$ cat src/rtl/scr_pkg.sv
package scr_pkg;

    // rom ports, word addresses
    localparam int MAP_AW  = 14;  // page + 5 row bits + 6 column bits
    localparam int TILE_AW = 17;  // code + tile row + half select

    // field widths
    localparam int POS_W  = 9;           // scan counters span 512
    localparam int PAL_W  = 7;
    localparam int COL_W  = 3;           // one bit per plane
    localparam int CODE_W = 13;          // bank bit on top of tile number
    localparam int ATTR_W = 1 + PAL_W;   // priority then palette
    localparam int SUB_W  = 3;           // pixel index inside a tile

    // one line buffer entry
    typedef struct packed {
        logic             prio;
        logic [PAL_W-1:0] palette;
        logic [COL_W-1:0] colour;   // msb from plane 2
    } scr_pxl_t;

    // map word decoded for the tile stage
    typedef struct packed {
        logic [CODE_W-1:0] code;
        logic [ATTR_W-1:0] attr;
        logic [SUB_W-1:0]  row;   // from vpos low bits
        logic [SUB_W-1:0]  col;   // first column drawn
    } tile_req_t;

    // render position owned by the tile stage
    typedef struct packed {
        logic [POS_W-1:0] hscan;
        logic [POS_W-1:0] vscan;
        logic             done;   // line finished, fetch idles
    } scan_pos_t;

endpackage

$ cat src/rtl/scr_tile_shift.sv
`timescale 1ns/1ns

module scr_tile_shift #(
    parameter logic [8:0] hb_end = 9'h70
) (
    input  logic                         clk,
    input  logic                         rst,
    input  logic                         pxl2_cen,
    input  logic                         lhbl,
    input  logic [8:0]                   vrender,
    input  logic                         draw,
    input  scr_pkg::tile_req_t           req,
    input  logic                         tile_ok,
    input  logic [31:0]                  tile_data,
    output logic [scr_pkg::TILE_AW-1:0]  tile_addr,
    output logic                         busy,
    output scr_pkg::scan_pos_t           scan,
    output logic                         we,
    output logic [8:0]                   wr_addr,
    output scr_pkg::scr_pxl_t            wr_pxl
);

    logic                        lhbl_q;
    logic                        blank_start;
    logic                        ok_q;       // tile_ok one cycle back
    logic                        loaded;     // planes hold the current tile
    logic                        capture;
    logic                        shift;
    logic [2:0]                  col;        // offset column of next pixel
    logic [scr_pkg::ATTR_W-1:0]  attr;
    logic [2:0][7:0]             planes;     // msb is the next pixel

    assign blank_start = lhbl_q & ~lhbl;
    // ok must stay up two cycles so a stale level from the last tile is ignored
    assign capture = busy && !loaded && ok_q && tile_ok;
    assign shift   = busy && loaded && pxl2_cen;

    always_ff @(posedge clk or posedge rst) begin
        if (rst) begin
            lhbl_q    <= 1'b0;
            scan      <= '0;
            busy      <= 1'b0;
            loaded    <= 1'b0;
            ok_q      <= 1'b0;
            we        <= 1'b0;
            tile_addr <= '0;
        end else begin
            lhbl_q <= lhbl;
            ok_q   <= tile_ok;
            we     <= shift;  // buffer write one clock after the shift
            if (draw) begin
                tile_addr <= {req.code, req.row, 1'b0};
                busy      <= 1'b1;
                loaded    <= 1'b0;
                ok_q      <= 1'b0;  // restart the settle count
            end else if (capture) begin
                loaded <= 1'b1;
            end
            if (shift) begin
                scan.hscan <= scan.hscan + 9'd1;
                if (col == 3'd7 || &scan.hscan)
                    busy <= 1'b0;  // tile edge or end of line
                if (&scan.hscan)
                    scan.done <= 1'b1;
            end
            if (blank_start) begin
                scan <= '{hscan: hb_end - 9'd8, vscan: vrender, done: 1'b0};
                busy <= 1'b0;
            end
        end
    end

    always_ff @(posedge clk) begin
        if (draw) begin
            attr <= req.attr;
            col  <= req.col;
        end
        if (capture) begin
            // low three bytes are the planes, skip columns already left of hscan
            for (int i = 0; i < 3; i++)
                planes[i] <= tile_data[8*i +: 8] << col;
        end
        if (shift) begin
            for (int i = 0; i < 3; i++)
                planes[i] <= planes[i] << 1;
            col            <= col + 3'd1;
            wr_addr        <= scan.hscan;
            wr_pxl.prio    <= attr[7];
            wr_pxl.palette <= attr[6:0];
            wr_pxl.colour  <= {planes[2][7], planes[1][7], planes[0][7]};
        end
    end

    // fetch side must wait for the previous tile to drain
    no_draw_when_busy : assert property (@(posedge clk) disable iff (rst)
        draw |-> !busy);

endmodule

$ cat config.mk
export PLATFORM = sky130hd
export DESIGN_NAME = scr_tile_shift
export DESIGN_NICKNAME = d
export VERILOG_FILES = /design/src/rtl/scr_pkg.sv /design/src/rtl/scr_tile_shift.sv
export SDC_FILE = /design/constraint.sdc
export NUM_CORES = 1
export LEC_CHECK = 0
export ABC_AREA = 1
export ABC_CLOCK_PERIOD_IN_PS = 2840
export BUFFER_PORTS_ARGS = -buffer_cell sky130_fd_sc_hd__buf_2
export CAP_MARGIN = 10
export CORE_MARGIN = 1.5
export CORE_UTILIZATION = 55
export CTS_CLUSTER_SIZE = 30
export DETAILED_ROUTE_END_ITERATION = 8
export PLACE_DENSITY = 0.92
export SLEW_MARGIN = 15
export SYNTH_ARGS = -nofsm -noshare
export SYNTH_HDL_FRONTEND = slang
export SYNTH_SLANG_ARGS = --single-unit
$ cat constraint.sdc
create_clock -name clk -period 2.84 [get_ports clk]
set_input_delay 0.142 -clock clk [delete_from_list [all_inputs] [get_ports clk]]
set_output_delay 0.142 -clock clk [all_outputs]
set_load 0.03 [all_outputs]
# After elaboration in Yosys (flattened, before gate mapping)
# Index checks and enable logic that the tools add are counted.
[word_totals]
regBits = 95
inputBits = 74
out_inout_bits = 58
[classes]
n_addsub = 2
eq_ne = 1
shift = 3
muxes = 15
bitwise = 2
reduce_logical = 14
[op_table]
columns = ["cell", "count"]
rows = [
  ["$mux 24", 2],
  ["$shl 8x3->8", 3],
  ["$mux 19", 1],
  ["$reduce_bool 2->1", 5],
  ["$add 9x1->9 const B", 1],
  ["$mux 1", 9],
  ["$mux 9", 1],
  ["$reduce_and 9->1", 1],
  ["$mux 3", 2],
  ["$logic_and 1x1->1", 5],
  ["$add 3x1->3 const B", 1],
  ["$eq 3x3->1 const B", 1],
  ["$reduce_and 2->1", 1],
  ["$and 1x1->1", 1],
  ["$logic_not 1->1", 1],
  ["$logic_or 1x1->1", 1],
  ["$not 1->1", 1],
]

# Logic depth before layout (Yosys ltp)
[logic_depth]
word_depth = 6
depth_mapped = 8
ltp_nobuf = 7

# Least setup slack after synthesis
# OpenSTA, ideal clock, no wires.
[synth_path]
path_kind = "register to register"
start = "register busy"
end = "register planes[10] (netlist bit), enable pin"
arrival_ns = 1.367
required_ns = 2.461
path_slack_ns = 1.094
path_stages_with_launch = 3
n_path_buf = 0
period_less_slack_ns = 1.746
path_cell_list = "dfrtp_1 > nand3_2 > nand2_1"
[synth_via]
elab_chain_cells = 4
[synth_lines]
columns = ["element", "line", "source"]
rows = [
  ["start, declared", "scr_tile_shift.sv:16", "output logic busy,"],
  ["start signal, assigned", "scr_tile_shift.sv:42", "busy <= 1'b0;"],
  ["start signal, assigned", "scr_tile_shift.sv:53", "busy <= 1'b1;"],
  ["start signal, assigned", "scr_tile_shift.sv:62", "busy <= 1'b0;"],
  ["$logic_and 1x1->1 (3 in series)", "scr_tile_shift.sv:35", "assign capture = busy && !loaded && ok_q && tile_ok;"],
  ["$reduce_bool 2->1 (no source line) (*)", "-", ""],
  ["end signal, assigned by index", "scr_tile_shift.sv:81", "planes[i] <= tile_data[8*i +: 8] << col;"],
  ["end signal, assigned by index", "scr_tile_shift.sv:85", "planes[i] <= planes[i] << 1;"],
  ["end, declared", "scr_tile_shift.sv:31", "logic [2:0][7:0] planes;"],
]
# Every way passes the cells marked *; elsewhere a longest branch is shown, timed or not.
# A chain may end at the register's enable or synchronous reset.

# Worst setup path in the final report
[layout_path]
start = "register col[1]"
end = "register planes[21] (netlist bit), data pin"
[layout_via]
elab_chain_cells = 3
[layout_lines]
columns = ["element", "line", "source"]
rows = [
  ["start, declared", "scr_tile_shift.sv:29", "logic [2:0] col;"],
  ["start signal, assigned", "scr_tile_shift.sv:76", "col <= req.col;"],
  ["start signal, assigned", "scr_tile_shift.sv:86", "col <= col + 3'd1;"],
  ["$shl 8x3->8", "scr_tile_shift.sv:81", ""],
  ["$mux 24", "scr_tile_shift.sv:78", "if (capture) begin"],
  ["$mux 24", "scr_tile_shift.sv:83", "if (shift) begin"],
]
# No other way between the ends. The select of a mux whose other input is x is not followed.

==> results_tabular.tex <==
\begin{tabular}{lr}
\hline
Metric & Value \\
\hline
\multicolumn{2}{l}{\textbf{Synthesis}} \\
\quad Cells taking the most area after synthesis & sky130\_fd\_sc\_hd\_\_edfxtp\_1, sky130\_fd\_sc\_hd\_\_dfrtp\_1, sky130\_fd\_sc\_hd\_\_nand2\_1 \\
\quad Avg Synthesized Cell Area & 8.853 um\^{}2 \\
\quad Register bit total from synthesis & 95 \\
\quad Synth unique cells & 27 \\
\quad Post-synthesis sequential area ratio & 60.82\% \\
\quad Commonest register cell after synthesis & sky130\_fd\_sc\_hd\_\_edfxtp\_1 \\
\quad Syn Inst Count & 487 \\
\quad Async set or reset register ratio after synthesis & 42.11\% \\
\quad Total number of yosys warnings & 0 \\
\quad Synth top area share & 36.22\% \\
\quad Post-Syn Area & 4312 um\^{}2 \\
\quad Cell accounting for the most synthesized area & sky130\_fd\_sc\_hd\_\_edfxtp\_1 \\
\quad Post-synth EDFFs & 52 \\
\quad Number of nets produced by synthesis & approximately 570 \\
\multicolumn{2}{l}{\textbf{STA}} \\
\quad Final critical delay including setup and external delays & 2.135 ns \\
\quad Total negative setup slack & 0 ns \\
\quad Max Fclk & 468.4 MHz \\
\quad Fin Clk Skew & 0.009317 ns \\
\quad Final Cycle Share & about three quarters \\
\quad Max-slew headroom at the worst pin & approximately half \\
\quad Max-slew violations & 0 \\
\quad Endpoints failing setup & 0 \\
\quad RSZ-0062 raised after global routing & no \\
\quad Measured slew at the worst slew-check pin & about 0.7 ns \\
\quad Final hold violation count & 0 \\
\multicolumn{2}{l}{\textbf{Setup path}} \\
\quad Classification of the worst setup path & reg -> reg \\
\quad Critical Path Slowest Stage Cell & sky130\_fd\_sc\_hd\_\_edfxtp\_1 \\
\quad Worst EP required & just under 3 ns \\
\quad Data arrival, critical path & between 2 and 2.5 ns \\
\quad Crit Path Max Fanout & 22 \\
\quad Family of cells with the greatest summed delay on the critical path & flip-flops \\
\quad Crit start category & flop \\
\quad Number of stages on the worst setup path & 5 \\
\quad Buffering stage count on the worst path with inverters included & 1 \\
\quad Cell count of the worst reg-to-reg path & 5 \\
\quad Maximum single-stage delay on the critical path & 0.83 ns \\
\quad Cells along the critical path & inv\_1 -> nand3\_1 -> nor2\_1 -> nor2\_1 -> nand2\_1 \\
\quad Most frequent CP cell & sky130\_fd\_sc\_hd\_\_nor2\_1 \\
\quad Critical Path Sink Type & flop \\
\multicolumn{2}{l}{\textbf{Clock tree}} \\
\quad Count of cells resized by post-cts repair & 0 \\
\quad Largest buffer count on any clock path & 2 \\
\quad Number of CTS-inserted buffers & 9 \\
\quad Clk sinks & 95 \\
\quad Clock latency at the later pin of the worst-skew pair & 0.36 ns \\
\quad Clock slew at the register clock pins of the worst setup and hold paths & 0.10 ns \\
\quad CTS tree & yes \\
\quad Root Buffer & sky130\_fd\_sc\_hd\_\_clkbuf\_8 \\
\quad Number of H-tree levels & 3 \\
\multicolumn{2}{l}{\textbf{Die}} \\
\quad Number of rows in the core area & 32 \\
\quad Std-Cell Core Area & 7647 um\^{}2 \\
\quad Starting Density & between 50\% and 60\% \\
\quad Total die area & 8380 um\^{}2 \\
\quad Horizontal extent of the die & 91.54 um \\
\quad Top Ports & $\sim$130 \\
\quad Die height & 91.54 um \\
\multicolumn{2}{l}{\textbf{Power}} \\
\quad Highest ir drop seen on vdd & 0.0003992 V \\
\quad Total Power & 2.868 mW \\
\quad Cell leakage power & 2.766 nW \\
\quad Power per Cell Area & about 520 nW/um\^{}2 \\
\multicolumn{2}{l}{\textbf{Routing}} \\
\quad Antenna-violating nets left & 0 \\
\quad Post-detailed-route via-to-cell ratio & 5.233 \\
\quad Vias & 3,909 \\
\quad Number of design rule violations left after detail routing & 0 \\
\quad Avg WL per Cell & about 15 um \\
\quad Total wirelength of the detailed-routed design & 11.10 mm \\
\quad Initial DRC Count & 432 \\
\quad Number of search-and-repair iterations in the first detailed-routing pass & 7 \\
\multicolumn{2}{l}{\textbf{Final layout}} \\
\quad Top library cells by usage in the layout, fill and taps aside & sky130\_fd\_sc\_hd\_\_nand2\_1, sky130\_fd\_sc\_hd\_\_buf\_2, sky130\_fd\_sc\_hd\_\_nand3\_1 \\
\quad Antenna diode count & 0 \\
\quad Sequential Area & 2623 um\^{}2 \\
\quad Final layout net count & slightly above 700 \\
\quad Layout filler cell count & 510 \\
\quad Multi-input gate area & 1423 um\^{}2 \\
\quad Synth-to-Final Area Change & 27.92\% \\
\quad Share of final-layout standard cells stronger than drive strength 1 & 23.72\% \\
\quad Leading cell type in the layout, fill and taps excluded & sky130\_fd\_sc\_hd\_\_nand2\_1 \\
\multicolumn{2}{l}{\textbf{Global routing}} \\
\quad Initial antenna violation count & 0 \\
\quad Total congestion overflow after global routing & 0 \\
\quad Pin count of the biggest net entering global routing & 41 \\
\quad Vias in the first global route & 3,865 \\
\quad Global-route wire length before repair & around 18 mm \\
\quad Aggregate global-route resource usage & 27.68\% \\
\multicolumn{2}{l}{\textbf{Min path}} \\
\quad Type of the worst min-delay path & in -> reg \\
\quad Hold Path Depth & 3 \\
\multicolumn{2}{l}{\textbf{Placement}} \\
\quad Routability congestion estimate from global placement & between 0.8 and 0.9 \\
\quad Number of buffers added on ports & 122 \\
\quad Post-detail-place hpwl & 6.731 mm \\
\multicolumn{2}{l}{\textbf{Run status}} \\
\quad Result of the run & finished, final reports clean \\
\multicolumn{2}{l}{\textbf{Job}} \\
\quad Count of maximum capacitance violations & 0 \\
\hline
\end{tabular}
[sequential cells by signal (all words and copies together) (netlist names)]
signal,cells
attr,8
busy,1
col,3
lhbl_q,1
loaded,1
ok_q,1
planes,24
scan,19
tile_addr,16
we,1
wr_addr,9
wr_pxl,11
[timing repair]
item | CTS | global route
hold buffers | 35 | 0
buffers inserted | 0 | 0
endpoints found under the hold margin | 74 | 0
[logic make-up (layout without fill, tap and decap cells)]
family	count (synthesis)	count (layout)	synth area share, %
AO/OA/AOI/OAI	15	15	1.828
XOR/XNOR	1	1	0.2032
adder cells (fa/ha/maj)	4	4	1.161
buffers and inverters	61	219	6.181
flip-flops	95	95	60.82
other	1	1	0.08697
AND/OR/NAND/NOR	310	310	29.72
[final cells by class]
type / instances / area share (%)
clock buffers: 9 / 2.246
clock inverters: 7 / 1.202
inverters: 41 / 2.790
multi-input cells: 331 / 25.79
flip-flops and latches: 95 / 47.55
well taps: 102 / 2.314
repair buffers: 162 / 18.10
[stage by stage]
step | worst slack (ns) | hold slack (ns) | area, um^2 | std cells | utilization, %
after detailed placement | 0.8101 | 0.2944 | 4975 | 696 | 65.05
after CTS | 0.7983 | 0.001039 | 5515 | 747 | 72.12
after global routing | 0.5584 | 0.01927 | 5515 | 747 | 72.12
after floorplan | 1.094 | 0.1734 | 4312 | 487 | -
final | 0.7052 | 0.01742 | 5515 | 747 | 72.12
after global placement | 0.9000 | 0.2844 | 4975 | 696 | 65.05
[report_power, final]
part	internal, mW	switching, mW
clock network	0.340	0.526
logic	0.151	0.281
registers	1.53	0.0435
[layer usage]
layer	global-route usage [%]	part of all wire (%)	vias to the layer above
met2	48.76	53	214
met1	32.75	37	1795
met4	13.93	3.7	0
met5	0	0	-
li1	-	-	1857
met3	4.271	6.3	43
[worst paths after layout]
path | startpoint | to | slack (ns)
min in group asynchronous | rst | tile_addr[14] | 0.44
worst min register to register | attr[4] | wr_pxl[7] | 0.42
worst max register to register | col[1] | planes[21] | 0.71
worst max-delay path | col[1] | planes[21] | 0.71
max in group asynchronous | rst | scan[10] | 2.05
worst min-delay path | vrender[0] | scan[1] | 0.02
[worst reg2reg max path, stage by stage, from the launching register on]
cell and delay, ns:
sky130_fd_sc_hd__edfxtp_1 0.83, sky130_fd_sc_hd__inv_1 0.53, sky130_fd_sc_hd__nand3_1 0.26, sky130_fd_sc_hd__nor2_1 0.08
sky130_fd_sc_hd__nor2_1 0.14, sky130_fd_sc_hd__nand2_1 0.06
[Yosys cell counts, types with 2 or more instances]
| cell | n |
|---|---|
| sky130_fd_sc_hd__o22ai_1 | 3 |
| sky130_fd_sc_hd__o21ai_0 | 5 |
| sky130_fd_sc_hd__buf_1 | 2 |
| sky130_fd_sc_hd__nand3b_1 | 2 |
| sky130_fd_sc_hd__nor3_1 | 4 |
| sky130_fd_sc_hd__nand2_1 | 221 |
| sky130_fd_sc_hd__inv_2 | 3 |
| sky130_fd_sc_hd__dfrtp_1 | 40 |
| sky130_fd_sc_hd__nor2_2 | 2 |
| sky130_fd_sc_hd__edfxtp_1 | 52 |
| sky130_fd_sc_hd__ha_1 | 4 |
| sky130_fd_sc_hd__inv_1 | 36 |
| sky130_fd_sc_hd__dfxtp_1 | 3 |
| sky130_fd_sc_hd__clkbuf_1 | 4 |
| sky130_fd_sc_hd__buf_2 | 9 |
| sky130_fd_sc_hd__buf_4 | 3 |
| sky130_fd_sc_hd__nor2_4 | 3 |
| sky130_fd_sc_hd__a21oi_1 | 6 |
| sky130_fd_sc_hd__clkinv_1 | 2 |
| sky130_fd_sc_hd__nor2_1 | 21 |
| sky130_fd_sc_hd__nand3_1 | 55 |
| sky130_fd_sc_hd__buf_6 | 2 |
Power figures use the tool's default switching activity.
