`src/rtl/scr_pkg.sv`:
```
package scr_pkg;

    // rom ports, word addresses
    localparam int MAP_AW  = 14;  // page + 5 row bits + 6 column bits
    localparam int TILE_AW = 17;  // code + tile row + half select

    // field widths
    localparam int POS_W  = 9;           // scan counters span 512
    localparam int PAL_W  = 7;
    localparam int COL_W  = 3;           // one bit per plane
    localparam int CODE_W = 13;          // bank bit on top of tile number
    localparam int ATTR_W = 1 + PAL_W;   // priority then palette
    localparam int SUB_W  = 3;           // pixel index inside a tile

    // one line buffer entry
    typedef struct packed {
        logic             prio;
        logic [PAL_W-1:0] palette;
        logic [COL_W-1:0] colour;   // msb from plane 2
    } scr_pxl_t;

    // map word decoded for the tile stage
    typedef struct packed {
        logic [CODE_W-1:0] code;
        logic [ATTR_W-1:0] attr;
        logic [SUB_W-1:0]  row;   // from vpos low bits
        logic [SUB_W-1:0]  col;   // first column drawn
    } tile_req_t;

    // render position owned by the tile stage
    typedef struct packed {
        logic [POS_W-1:0] hscan;
        logic [POS_W-1:0] vscan;
        logic             done;   // line finished, fetch idles
    } scan_pos_t;

endpackage

```
`src/rtl/scr_map_fetch.sv`:
```
`timescale 1ns/1ns

module scr_map_fetch #(
    parameter int pxl_dly = 0
) (
    input  logic                        clk,
    input  logic                        rst,
    input  scr_pkg::scan_pos_t          scan,
    input  logic [15:0]                 hscr,
    input  logic [15:0]                 vscr,
    input  logic [15:0]                 pages,
    input  logic                        map_ok,
    input  logic [15:0]                 map_data,
    input  logic                        busy,
    output logic [scr_pkg::MAP_AW-1:0]  map_addr,
    output logic                        draw,
    output scr_pkg::tile_req_t          req
);

    logic [1:0] st;         // 0 addr, 1-2 wait, 3 hold for data
    logic       in_flight;  // a tile is between draw and busy drop
    logic [2:0] col_now;    // offset column at the live hscan
    logic [3:0] step;
    logic [8:0] hscan_la;   // start of the tile to fetch next
    logic [8:0] hpos;
    logic [7:0] vpos;
    logic       hov;
    logic       vov;
    logic [2:0] page;
    logic       go;

    assign in_flight = busy | draw;

    // while a tile is shifting, hscan sits on its first pixel
    // so jump ahead to the next tile boundary
    assign col_now  = scan.hscan[2:0] + ~hscr[2:0] + 3'(pxl_dly);
    assign step     = 4'd8 - {1'b0, col_now};
    assign hscan_la = in_flight ? scan.hscan + {5'd0, step} : scan.hscan;

    always_comb begin
        {hov, hpos} = {1'b0, hscan_la} + {1'b0, ~hscr[8:0]} + 10'(pxl_dly);
        {vov, vpos} = {1'b0, scan.vscan[7:0]} + {1'b0, vscr[7:0]};
        case ({vov, hov})  // overflow picks the page field
            2'b01:   page = pages[2:0];
            2'b00:   page = pages[6:4];
            2'b11:   page = pages[10:8];
            default: page = pages[14:12];
        endcase
    end

    assign go = (st == 2'd3) && map_ok && !busy;  // data in, tile stage free

    always_ff @(posedge clk or posedge rst) begin
        if (rst) begin
            st       <= 2'd0;
            map_addr <= '0;
            draw     <= 1'b0;
        end else if (scan.done) begin
            st   <= 2'd0;  // idle till the next blank start
            draw <= 1'b0;
        end else begin
            draw <= 1'b0;
            case (st)
                2'd0: begin
                    map_addr <= {page, vpos[7:3], hpos[8:3]};
                    st       <= 2'd1;
                end
                2'd1: st <= 2'd2;  // give the rom time to drop ok
                2'd2: st <= 2'd3;
                default: begin
                    if (go) begin
                        draw <= 1'b1;
                        st   <= 2'd0;  // next read overlaps the shift
                    end
                end
            endcase
        end
    end

    // request fields latched with the draw pulse
    always_ff @(posedge clk) begin
        if (go && !scan.done) begin
            req.code <= {map_data[13], map_data[11:0]};
            req.attr <= map_data[12:5];
            req.row  <= vpos[2:0];
            req.col  <= hpos[2:0];
        end
    end

    // look-ahead counts on busy taking over straight from draw
    busy_after_draw : assert property (@(posedge clk) disable iff (rst)
        $rose(busy) |-> $past(draw));

endmodule

```
`config.mk`:
```
export PLATFORM = sky130hd
export DESIGN_NAME = scr_map_fetch
export DESIGN_NICKNAME = d
export VERILOG_FILES = /design/src/rtl/scr_pkg.sv /design/src/rtl/scr_map_fetch.sv
export SDC_FILE = /design/constraint.sdc
export NUM_CORES = 1
export LEC_CHECK = 0
export ABC_AREA = 1
export BUFFER_PORTS_ARGS = -buffer_cell sky130_fd_sc_hd__buf_2
export CORE_UTILIZATION = 45
export DETAILED_ROUTE_END_ITERATION = 6
export PLACE_DENSITY = 0.79
export SLEW_MARGIN = 15
export SYNTH_ARGS = -nofsm -noshare
export SYNTH_HDL_FRONTEND = slang
export SYNTH_SLANG_ARGS = --single-unit
```
`constraint.sdc`:
```
create_clock -name clk -period 2.7 [get_ports clk]
set_input_delay 0.135 -clock clk [delete_from_list [all_inputs] [get_ports clk]]
set_output_delay 0.135 -clock clk [all_outputs]
set_load 0.005 [all_outputs]
```
Word-level counts from Yosys, hierarchy flattened
Cells that the tools add are included.
{"block": "totals", "ff_bits": 44, "in_bits": 87, "output_inout_bits": 42, "wordCells": 39}
{"block": "classes", "add_sub_neg": 5, "eq_ne": 5, "mux": 8, "n_bitwise": 4, "n_reduce_logical": 10}
{"operator": "adder 9 x 9 -> 10 bit", "count": 1}
{"operator": "adder 8 x 8 -> 9 bit", "count": 1}
{"operator": "adder 9 x 4 -> 9 bit", "count": 1}
{"operator": "2-to-1 mux 9 bit", "count": 1}
{"operator": "inverter 9 bit", "count": 1}
{"operator": "case mux 3 bit (3 select lines)", "count": 1}
{"operator": "equality test 2 bit, second input constant", "count": 3}
{"operator": "case mux 2 bit (3 select lines)", "count": 1}
{"operator": "nonzero test 5 bit", "count": 1}
{"operator": "equality test 2 x 1 -> 1 bit, second input constant", "count": 2}
{"operator": "logical NOT 2 bit", "count": 2}
{"operator": "2-to-1 mux 2 bit", "count": 2}
{"operator": "subtractor 4 x 3 -> 4 bit, first input constant", "count": 1}
{"operator": "adder 3 bit", "count": 1}
{"operator": "logical AND 1 bit", "count": 3}
{"operator": "2-to-1 mux 1 bit", "count": 3}
{"operator": "inverter 3 bit", "count": 1}
{"operator": "OR reduction 3 bit", "count": 1}
{"operator": "logical NOT 1 bit", "count": 2}
{"operator": "AND reduction 2 bit", "count": 1}
{"operator": "inverter 1 bit", "count": 1}
{"operator": "bitwise OR 1 bit", "count": 1}

Logic depth before layout (Yosys ltp)
Gate-level depths: netlist of run 1.
{"block": "depth", "ltp_word": 8, "ltp_mapped": 27, "depth_no_buf": 27}

Worst setup path after synthesis of run 1
Ideal clock, no wire load.
{"block": "synth_timing", "path_kind": "input to register", "startpoint": "in hscr[0]", "endpoint": "reg map_addr[11] (netlist bit)", "setup_time_ps": 116, "arrival_ps": 3193, "required_ps": 2584, "slack_ps": -610, "stages": 24, "n_path_buf": 0, "path_cell_list": "inv_1 -> ha_1 -> inv_1 -> fa_1 -> xnor2_1 -> xor2_1 -> xnor2_1 -> ha_1 -> nand3_1 -> nand3_1 -> nand2_1 -> nor3b_2 -> nand3_1 -> xnor2_1 -> ha_1 -> nand2_1 -> nor2_4 -> nand3_2 -> inv_1 -> nor2_2 -> o21ai_1 -> nand3_1 -> nand2_1 -> nand2_1"}
{"block": "synth_between", "elab_chain_cells": 8, "word_cells_on_any_way": 11, "cone_classes": "add/sub (4); eq/ne (2); mux (2); bitwise (2); reduce/logical (1)"}
{"item": "start, declared", "line_no": "scr_map_fetch.sv:9", "source": "input logic [15:0] hscr,"}
{"item": "inverter 3 bit", "line_no": "scr_map_fetch.sv:36", "source": "assign col_now = scan.hscan[2:0] + ~hscr[2:0] + 3'(pxl_dly);"}
{"item": "adder 3 bit", "line_no": "scr_map_fetch.sv:36"}
{"item": "subtractor 4 x 3 -> 4 bit", "line_no": "scr_map_fetch.sv:37", "source": "assign step = 4'd8 - {1'b0, col_now};"}
{"item": "adder 9 x 4 -> 9 bit", "line_no": "scr_map_fetch.sv:38", "source": "assign hscan_la = in_flight ? scan.hscan + {5'd0, step} : scan.hscan;"}
{"item": "2-to-1 mux 9 bit", "line_no": "scr_map_fetch.sv:38"}
{"item": "adder 9 x 9 -> 10 bit (*)", "line_no": "scr_map_fetch.sv:41", "source": "{hov, hpos} = {1'b0, hscan_la} + {1'b0, ~hscr[8:0]} + 10'(pxl_dly);"}
{"item": "equality test 2 bit, or another cell as far along", "line_no": "scr_map_fetch.sv:43", "source": "case ({vov, hov})"}
{"item": "case mux 3 bit (3 select lines) (*)", "line_no": "scr_map_fetch.sv:43"}
{"item": "end signal, assigned", "line_no": "scr_map_fetch.sv:65", "source": "map_addr <= {page, vpos[7:3], hpos[8:3]};"}
{"item": "end, declared", "line_no": "scr_map_fetch.sv:15", "source": "output logic [scr_pkg::MAP_AW-1:0] map_addr,"}
Every way passes the cells marked *; elsewhere a longest branch is shown, timed or not.
A chain may end at the register's enable or synchronous reset.

Final worst setup path of run 1
{"block": "layout_timing", "startpoint": "in hscr[0]", "endpoint": "reg map_addr[12] (netlist bit)"}
The elaborated chain is that of the path after synthesis.

==> results of run 1 <==
[worst max-delay path, delay by kind of cell]
kind	cells	cell delay, ns
AND/OR/NAND/NOR	16	1.30
buffers and inverters	4	0.30
XOR/XNOR	3	0.47
adder cells (fa/ha/maj)	4	1.08
AO/OA/AOI/OAI	2	0.10
[layer usage]
metal	vias to the layer above	global-route usage	part of all wire	wire length, um
met4	0	0.06182	0.018	113
met5	-	0	0	0
met3	11	0.03103	0.054	342
met2	90	0.3845	0.52	3307
met1	1173	0.2406	0.41	2624
li1	1296	-	-	-
[area by class of cell]
type,instances,area (um^2)
Inverter,53,215.2
Fill cell,451,1693
Clock inverter,3,68.82
Timing Repair Buffer,147,882.1
Tap cell,72,90.09
Sequential cell,37,1026
Multi-Input combinational cell,210,1564
Clock buffer,5,68.82
[what timing repair did]
action | in CTS | in global routing
setup endpoints to repair | 9 | 10
pin swaps | 13 | 24
resized for setup | 24 | 16
buffers inserted | 8 | 6
hold buffers | 1 | 0
hold endpoints to repair | 17 | 0
[per-stage QoR]
| stage | worst slack, ns | instances | hold slack (ns) |
|---|---|---|---|
| after global placement | -0.7544 | 506 | 0.2713 |
| final | -0.5126 | 527 | 0.01708 |
| after floorplan | -0.4849 | 309 | 0.06107 |
| after global routing | -0.7667 | 527 | 0.01149 |
| after CTS | -0.4549 | 523 | 0.01264 |
| after detailed placement | -0.8704 | 506 | 0.2687 |
[placed cells by master (no fill, tap or decap), types with 2 or more instances in the layout]
| master | instances |
|---|---|
| a21oi_1 | 4 |
| ha_1 | 22 |
| a21o_1 | 2 |
| nor2_2 | 3 |
| nand2_2 | 11 |
| edfxtp_1 | 20 |
| or2_1 | 3 |
| nand2_1 | 57 |
| xor2_1 | 3 |
| nand2_4 | 3 |
| xnor2_2 | 3 |
| clkbuf_8 | 5 |
| fa_2 | 3 |
| o21ai_0 | 3 |
| o21bai_1 | 3 |
| bufinv_16 | 2 |
| nand3b_1 | 4 |
| xnor2_1 | 8 |
| a31oi_1 | 7 |
| buf_2 | 105 |
| a21oi_2 | 4 |
| nor2_1 | 9 |
| nand3_4 | 2 |
| o21ai_1 | 10 |
| inv_1 | 39 |
| nand3_2 | 5 |
| inv_2 | 11 |
| buf_4 | 33 |
| buf_6 | 7 |
| dfrtp_1 | 17 |
| ha_4 | 4 |
| nand4_1 | 7 |
| nor2_4 | 4 |
| nand3_1 | 19 |
[cell families (layout without fill, tap and decap cells)]
kind of cell | after synthesis | after routing | synth area share
DFF | 37 | 37 | 0.3844
AOI/OAI and AO/OA | 36 | 36 | 0.07876
adders and majority gates | 30 | 30 | 0.1519
xor gates and xnor gates | 15 | 15 | 0.04922
and+or+nand+nor | 129 | 129 | 0.2377
buffers and inverters | 62 | 208 | 0.09798
[worst min path at each step]
stage / start / endpoint / slack (ns) / cells past startpoint
2_1_floorplan: rst / draw$_DFF_PP0_ / 0.06 / 1
3_3_place_gp: rst / map_addr[8]$_DFFE_PP0P_ / 0.27 / 2
3_5_place_dp: rst / map_addr[8]$_DFFE_PP0P_ / 0.27 / 2
4_1_cts: map_data[10] / req[24]$_DFFE_PP_ / 0.01 / 1
5_1_grt: map_data[2] / req[16]$_DFFE_PP_ / 0.01 / 1
6_report: map_data[10] / req[24]$_DFFE_PP_ / 0.02 / 1
[power by group through the flow]
| stage | logic [mW] | clock network [mW] | registers (mW) |
|---|---|---|---|
| after floorplan | 0.580 | 0 | 0.807 |
| after global placement | 0.916 | 0 | 0.801 |
| after detailed placement | 0.952 | 0 | 0.805 |
| after CTS | 1.03 | 0.587 | 0.794 |
| after global routing | 1.23 | 0.604 | 0.806 |
| final | 1.10 | 0.579 | 0.794 |
[sequential cells by signal (all words and copies together), names as in the netlist]
signal / flops
req: 20
st: 2
draw: 1
map_addr: 14
==> results_dict.tcl, run 1 <==
set metrics [dict create \
    status "finished with violations" \
    violations "setup timing" \
    yosysSeqAreaShare 0.3844 \
    coreArea_um2 5608 \
    rows 27 \
    comb_power_share 0.444 \
    cts-buffers-inserted 5 \
    crit_type "primary input to flip-flop" \
    finalSetupViolCount 9 \
    drt_iter0_markers 79 \
    dieHeight_um 79.01 \
    min_period_ns 3.213 \
    drive_gt1_frac 0.4703 \
    cp.required_ns 2.88 \
    tightest_slew_ns 0.6802 \
    clock_path_buffers 2 \
    cts.reportedPaths.clkPinSlew_ns 0.08 \
    critPathMaxFanout 3 \
    fin_tns_setup_ns -3.669 \
    fin_util 0.6981 \
    via_count 2570 \
    netlist_area_um2 2669 \
    synth-edff-count 20 \
    syn_area_per_cell_um2 8.637 \
    drv.max_cap_violation_count 0 \
    area_delta_synth_final_pct 46.69 \
    p_total_mw 2.471 \
    root_buffer "clkbuf_8" \
    finalCritPeriodShare 1.190 \
    clk_latency_ns 0.29 \
    start_kind "primary input" \
    vias_per_cell 4.877 \
    tritoncts "yes" \
    grt-ovfl-total 0 \
    finalHoldViolCount 0 \
    netlist.area_leader.share 0.2250 \
    rsz0062_at_grt "true" \
    drt_pass1_iterations 5 \
    power_switching_mw 0.8484 \
    critPathMaxStageDelay_ns 0.34 \
    synth_area_leaders "edfxtp_1, dfrtp_1, ha_1" \
    critPathArrivalTime_ns 3.39 \
    htreeDepth 2 \
    maxSlewHeadroom 0.5461 \
    regToRegSetupSlack_ns 0.36 \
    crit_path_end "map_addr[12]$_DFFE_PP0P_" \
    start_util 0.4759 \
    synth_common_cells "nand2_1, inv_1, ha_1, nand3_1, edfxtp_1" \
    yosys_warnings 0 \
    r2r-start "draw$_DFF_PP0_" \
    synth_nets 426 \
    synthFlopType "edfxtp_1" \
    synth_top_cell_by_area "edfxtp_1" \
    fmax_ghz 0.3113 \
    diodes 0 \
    yosysMostFrequentCell "nand2_1" \
    synth_seq_cells 37 \
    syn-instance-count 309 \
    place_congestion 0.9126 \
    placed_area_um2 3522 \
    p_clk_frac 0.234 \
    routed_wl_mm 6.388 \
    startpoint "hscr[0]" \
    antenna_found_initial 0 \
    slowest_stage "fa_2" \
    io_buffer_count 106 \
    fin_ws_ns -0.5126 \
    nNetsFinal 571 \
    irDropWorstVdd_mv 0.4227 \
    switching_share 0.3433 \
    grt_pass1_wl_mm 10.27 \
    ff2ff_path_depth 12 \
    wl_per_cell_um 12.12 \
    cts.sinks 37 \
    regToRegEndpoint "map_addr[5]$_DFFE_PP0P_" \
    stdcell_area_um2 3915 \
    seqPwrFrac 0.321 \
    track_usage 0.2060 \
    drv_slew 0 \
    fin_skew_ns 0.005017 \
    powerDensity_nw_per_um2 631.2 \
    p_leak_nw 2.031 \
    crit_path_frequent_cell "nand2_1" \
    io_pins 129 \
    dieArea_um2 6243 \
    die_w_um 79.01 \
    worstHoldPathType "primary input to flip-flop" \
    grt_max_degree 18 \
    synthDistinctLibCells 33 \
    antenna_left 0 \
    power.internal_mw 1.623 \
    cp-end-kind "flip-flop" \
    grt_pass1_vias 2465 \
    async_reset_ff_frac 0.4595 \
    dpl.hpwl_mm 4.932 \
    drcViolationCount 0 \
]
Power figures use the tool's default switching activity.
==> inputs of run 2 (changes only) <==
--- a/config.mk
+++ b/config.mk
@@ -8,8 +8,9 @@
 export ABC_AREA = 1
 export BUFFER_PORTS_ARGS = -buffer_cell sky130_fd_sc_hd__buf_2
 export CORE_UTILIZATION = 45
+export CTS_CLUSTER_SIZE = 12
 export DETAILED_ROUTE_END_ITERATION = 6
-export PLACE_DENSITY = 0.79
+export PLACE_DENSITY = 0.78
 export SLEW_MARGIN = 15
 export SYNTH_ARGS = -nofsm -noshare
 export SYNTH_HDL_FRONTEND = slang
==> constraint.sdc (replaced) <==
create_clock -name clk -period 3.6 [get_ports clk]
set_input_delay 0.18 -clock clk [delete_from_list [all_inputs] [get_ports clk]]
set_output_delay 0.18 -clock clk [all_outputs]
set_load 0.005 [all_outputs]
==> run 2 against run 1 <==
  * The flow finishes with violations (hold timing)
  * Sequential share of layout area grew 2.7 points
  * Sequential power shrank 25%
  * First-iteration DRC count shrank 38%
  * Routed wire length shrank 8.6%
  * Via count shrank 5.4%
  * Clock power shrank 53%
  * Utilization shrank 6.5 points
  * Critical endpoint is now map_addr[11]$_DFFE_PP0P_
==> results_dict.tcl, run 2 (synthesis gave the netlist of run 1 again) <==
set metrics [dict create \
    crit_type "primary input to flip-flop" \
    htreeDepth 2 \
    drcViolationCount 0 \
    rsz0062_at_grt "true" \
    clock_path_buffers 2 \
    root_buffer "clkbuf_8" \
    critPathArrivalTime_ns 3.57 \
    drive_gt1_frac 0.4000 \
    regMostFlops "req" \
    startpoint "hscr[0]" \
    final_cells 502 \
    io_buffer_count 106 \
    start_kind "primary input" \
    regToRegSetupSlack_ns 1.12 \
    cts_hold_buf 0 \
    tightest_slew_ns 0.9685 \
    fin_skew_ns 0.005067 \
    status "finished with violations" \
    drt_pass1_iterations 4 \
    grt_max_degree 21 \
    coreArea_um2 5608 \
    regToRegEndpoint "map_addr[11]$_DFFE_PP0P_" \
    violations "hold timing" \
    die_w_um 79.01 \
    maxSlewHeadroom 0.3537 \
    ff2ff_path_depth 15 \
    cp-end-kind "flip-flop" \
    critPathMaxFanout 4 \
    place_congestion 0.8252 \
    io_pins 129 \
    p_leak_nw 1.864 \
    power.internal_mw 0.9896 \
    tritoncts "yes" \
    dieArea_um2 6243 \
    vias_per_cell 4.843 \
    power_switching_mw 0.5733 \
    via_count 2431 \
    antenna_found_initial 0 \
    fin_ws_ns 0.2038 \
    fmax_ghz 0.2945 \
    crit_path_end "map_addr[11]$_DFFE_PP0P_" \
    p_clk_frac 0.175 \
    cts-buffers-inserted 5 \
    p_total_mw 1.563 \
    fin_util 0.6330 \
    rows 27 \
    cts.reportedPaths.clkPinSlew_ns 0.07 \
    area_delta_synth_final_pct 33.00 \
    grt_pass1_wl_mm 9.321 \
    powerDensity_nw_per_um2 440.3 \
    wl_per_cell_um 11.63 \
    drt_iter0_markers 49 \
    grt_pass1_vias 2203 \
    grt-ovfl-total 0 \
    seqPwrFrac 0.380 \
    routed_wl_mm 5.836 \
    finalSetupViolCount 0 \
    cp.required_ns 3.77 \
    comb_power_share 0.444 \
    finalCritPeriodShare 0.9434 \
    largest_reg_flops 20 \
    place_ws_ns -0.1035 \
    layout_commonest_cell "buf_2" \
    hold_slack_ns -0.01143 \
    reg_top3 "req: 20 flops, map_addr: 14 flops, st: 2 flops" \
    clk_latency_ns 0.28 \
    dpl.hpwl_mm 4.696 \
    r2r-start "draw$_DFF_PP0_" \
    antenna_left 0 \
    drv.max_cap_violation_count 0 \
    min_period_ns 3.396 \
    cts.sinks 37 \
    dieHeight_um 79.01 \
    finalHoldViolCount 17 \
    placedCellCount 490 \
    switching_share 0.3668 \
    irDropWorstVdd_mv 0.2373 \
    worstHoldPathType "primary input to asynchronous set/reset pin" \
    start_util 0.4759 \
    drv_slew 0 \
    final_cell_mix "buf_2, nand2_1, inv_1, ha_1, edfxtp_1" \
    track_usage 0.1874 \
    diodes 0 \
    nNetsFinal 546 \
]
==> run 2: cell types whose count changed in the layout (fill, tap and decap cells not counted), moves of 4 or more <==
cell and delta:
buf_4 -18, buf_6 -6, nand2_1 +5, nand2_2 -4, nand3_1 -4, nand3_2 +5
==> run 2: metal layers <==
layer | routed length (um) | up-vias | share of wire | track usage
met5 | 0 | - | 0 | 0
met2 | 2947 | 82 | 0.50 | 0.3483
met1 | 2512 | 1096 | 0.43 | 0.2226
met3 | 314 | 7 | 0.054 | 0.03218
li1 | - | 1246 | - | -
met4 | 61 | 0 | 0.010 | 0.04364
==> run 2: area by class of cell <==
cell class,instances,area [um^2]
flip-flops and latches,37,1026
inverters,53,206.4
clock inverters,2,10.01
repair buffers,122,664.4
well taps,72,90.09
clock buffers,6,72.57
fillers,502,2058
multi-input cells,210,1480
==> run 2: worst min path at each step <==
stage                     startpoint  cells after the start                      end  slack [ns]
after floorplan                  rst                      1           draw$_DFF_PP0_        0.11
after global placement           rst                      2  map_addr[8]$_DFFE_PP0P_        0.32
after detailed placement         rst                      2  map_addr[8]$_DFFE_PP0P_        0.32
after CTS                        rst                      2  map_addr[8]$_DFFE_PP0P_        0.02
after global routing             rst                      2  map_addr[8]$_DFFE_PP0P_        0.04
final                            rst                      2  map_addr[8]$_DFFE_PP0P_       -0.01
==> run 2: critical path, stage by stage <==
cell and delay (ns):
buf_8 0.10, inv_6 0.05, ha_4 0.13, inv_4 0.03, fa_2 0.40, xnor2_2 0.17
xor2_1 0.22, xnor2_1 0.11, ha_1 0.37, nand3_2 0.09, nand3_2 0.07, nand2_2 0.07
nor3b_4 0.22, nand3_2 0.10, xnor2_1 0.13, ha_1 0.34, nand2_2 0.11, nor2_4 0.15
nand3_2 0.12, inv_2 0.09, nor2_4 0.04, o21ai_1 0.09, nand3_2 0.07, nand2_1 0.07
nand2_1 0.04
==> run 2: timing repair <==
| item | 4_1_cts | 5_1_grt |
|---|---|---|
| setup buffers | 0 | 4 |
| resized for setup | 0 | 29 |
| setup endpoints to repair | 0 | 4 |
==> run 2: metrics by stage <==
stage	cell area (um^2)	TNS [ns]	hold WS, ns
after floorplan	2669	0	0.1061
after global placement	3319	-0.05793	0.3162
after detailed placement	3319	-0.3259	0.3200
after CTS	3402	0	0.01502
after global routing	3550	-0.1654	0.04371
final	3550	0	-0.01143
==> run 2: power by group through the flow <==
stage | clock, mW | combinational (mW) | sequential [mW]
2_1_floorplan | 0 | 0.415 | 0.605
3_3_place_gp | 0 | 0.634 | 0.599
3_5_place_dp | 0 | 0.661 | 0.600
4_1_cts | 0.284 | 0.664 | 0.593
5_1_grt | 0.302 | 0.783 | 0.605
6_report | 0.274 | 0.695 | 0.594
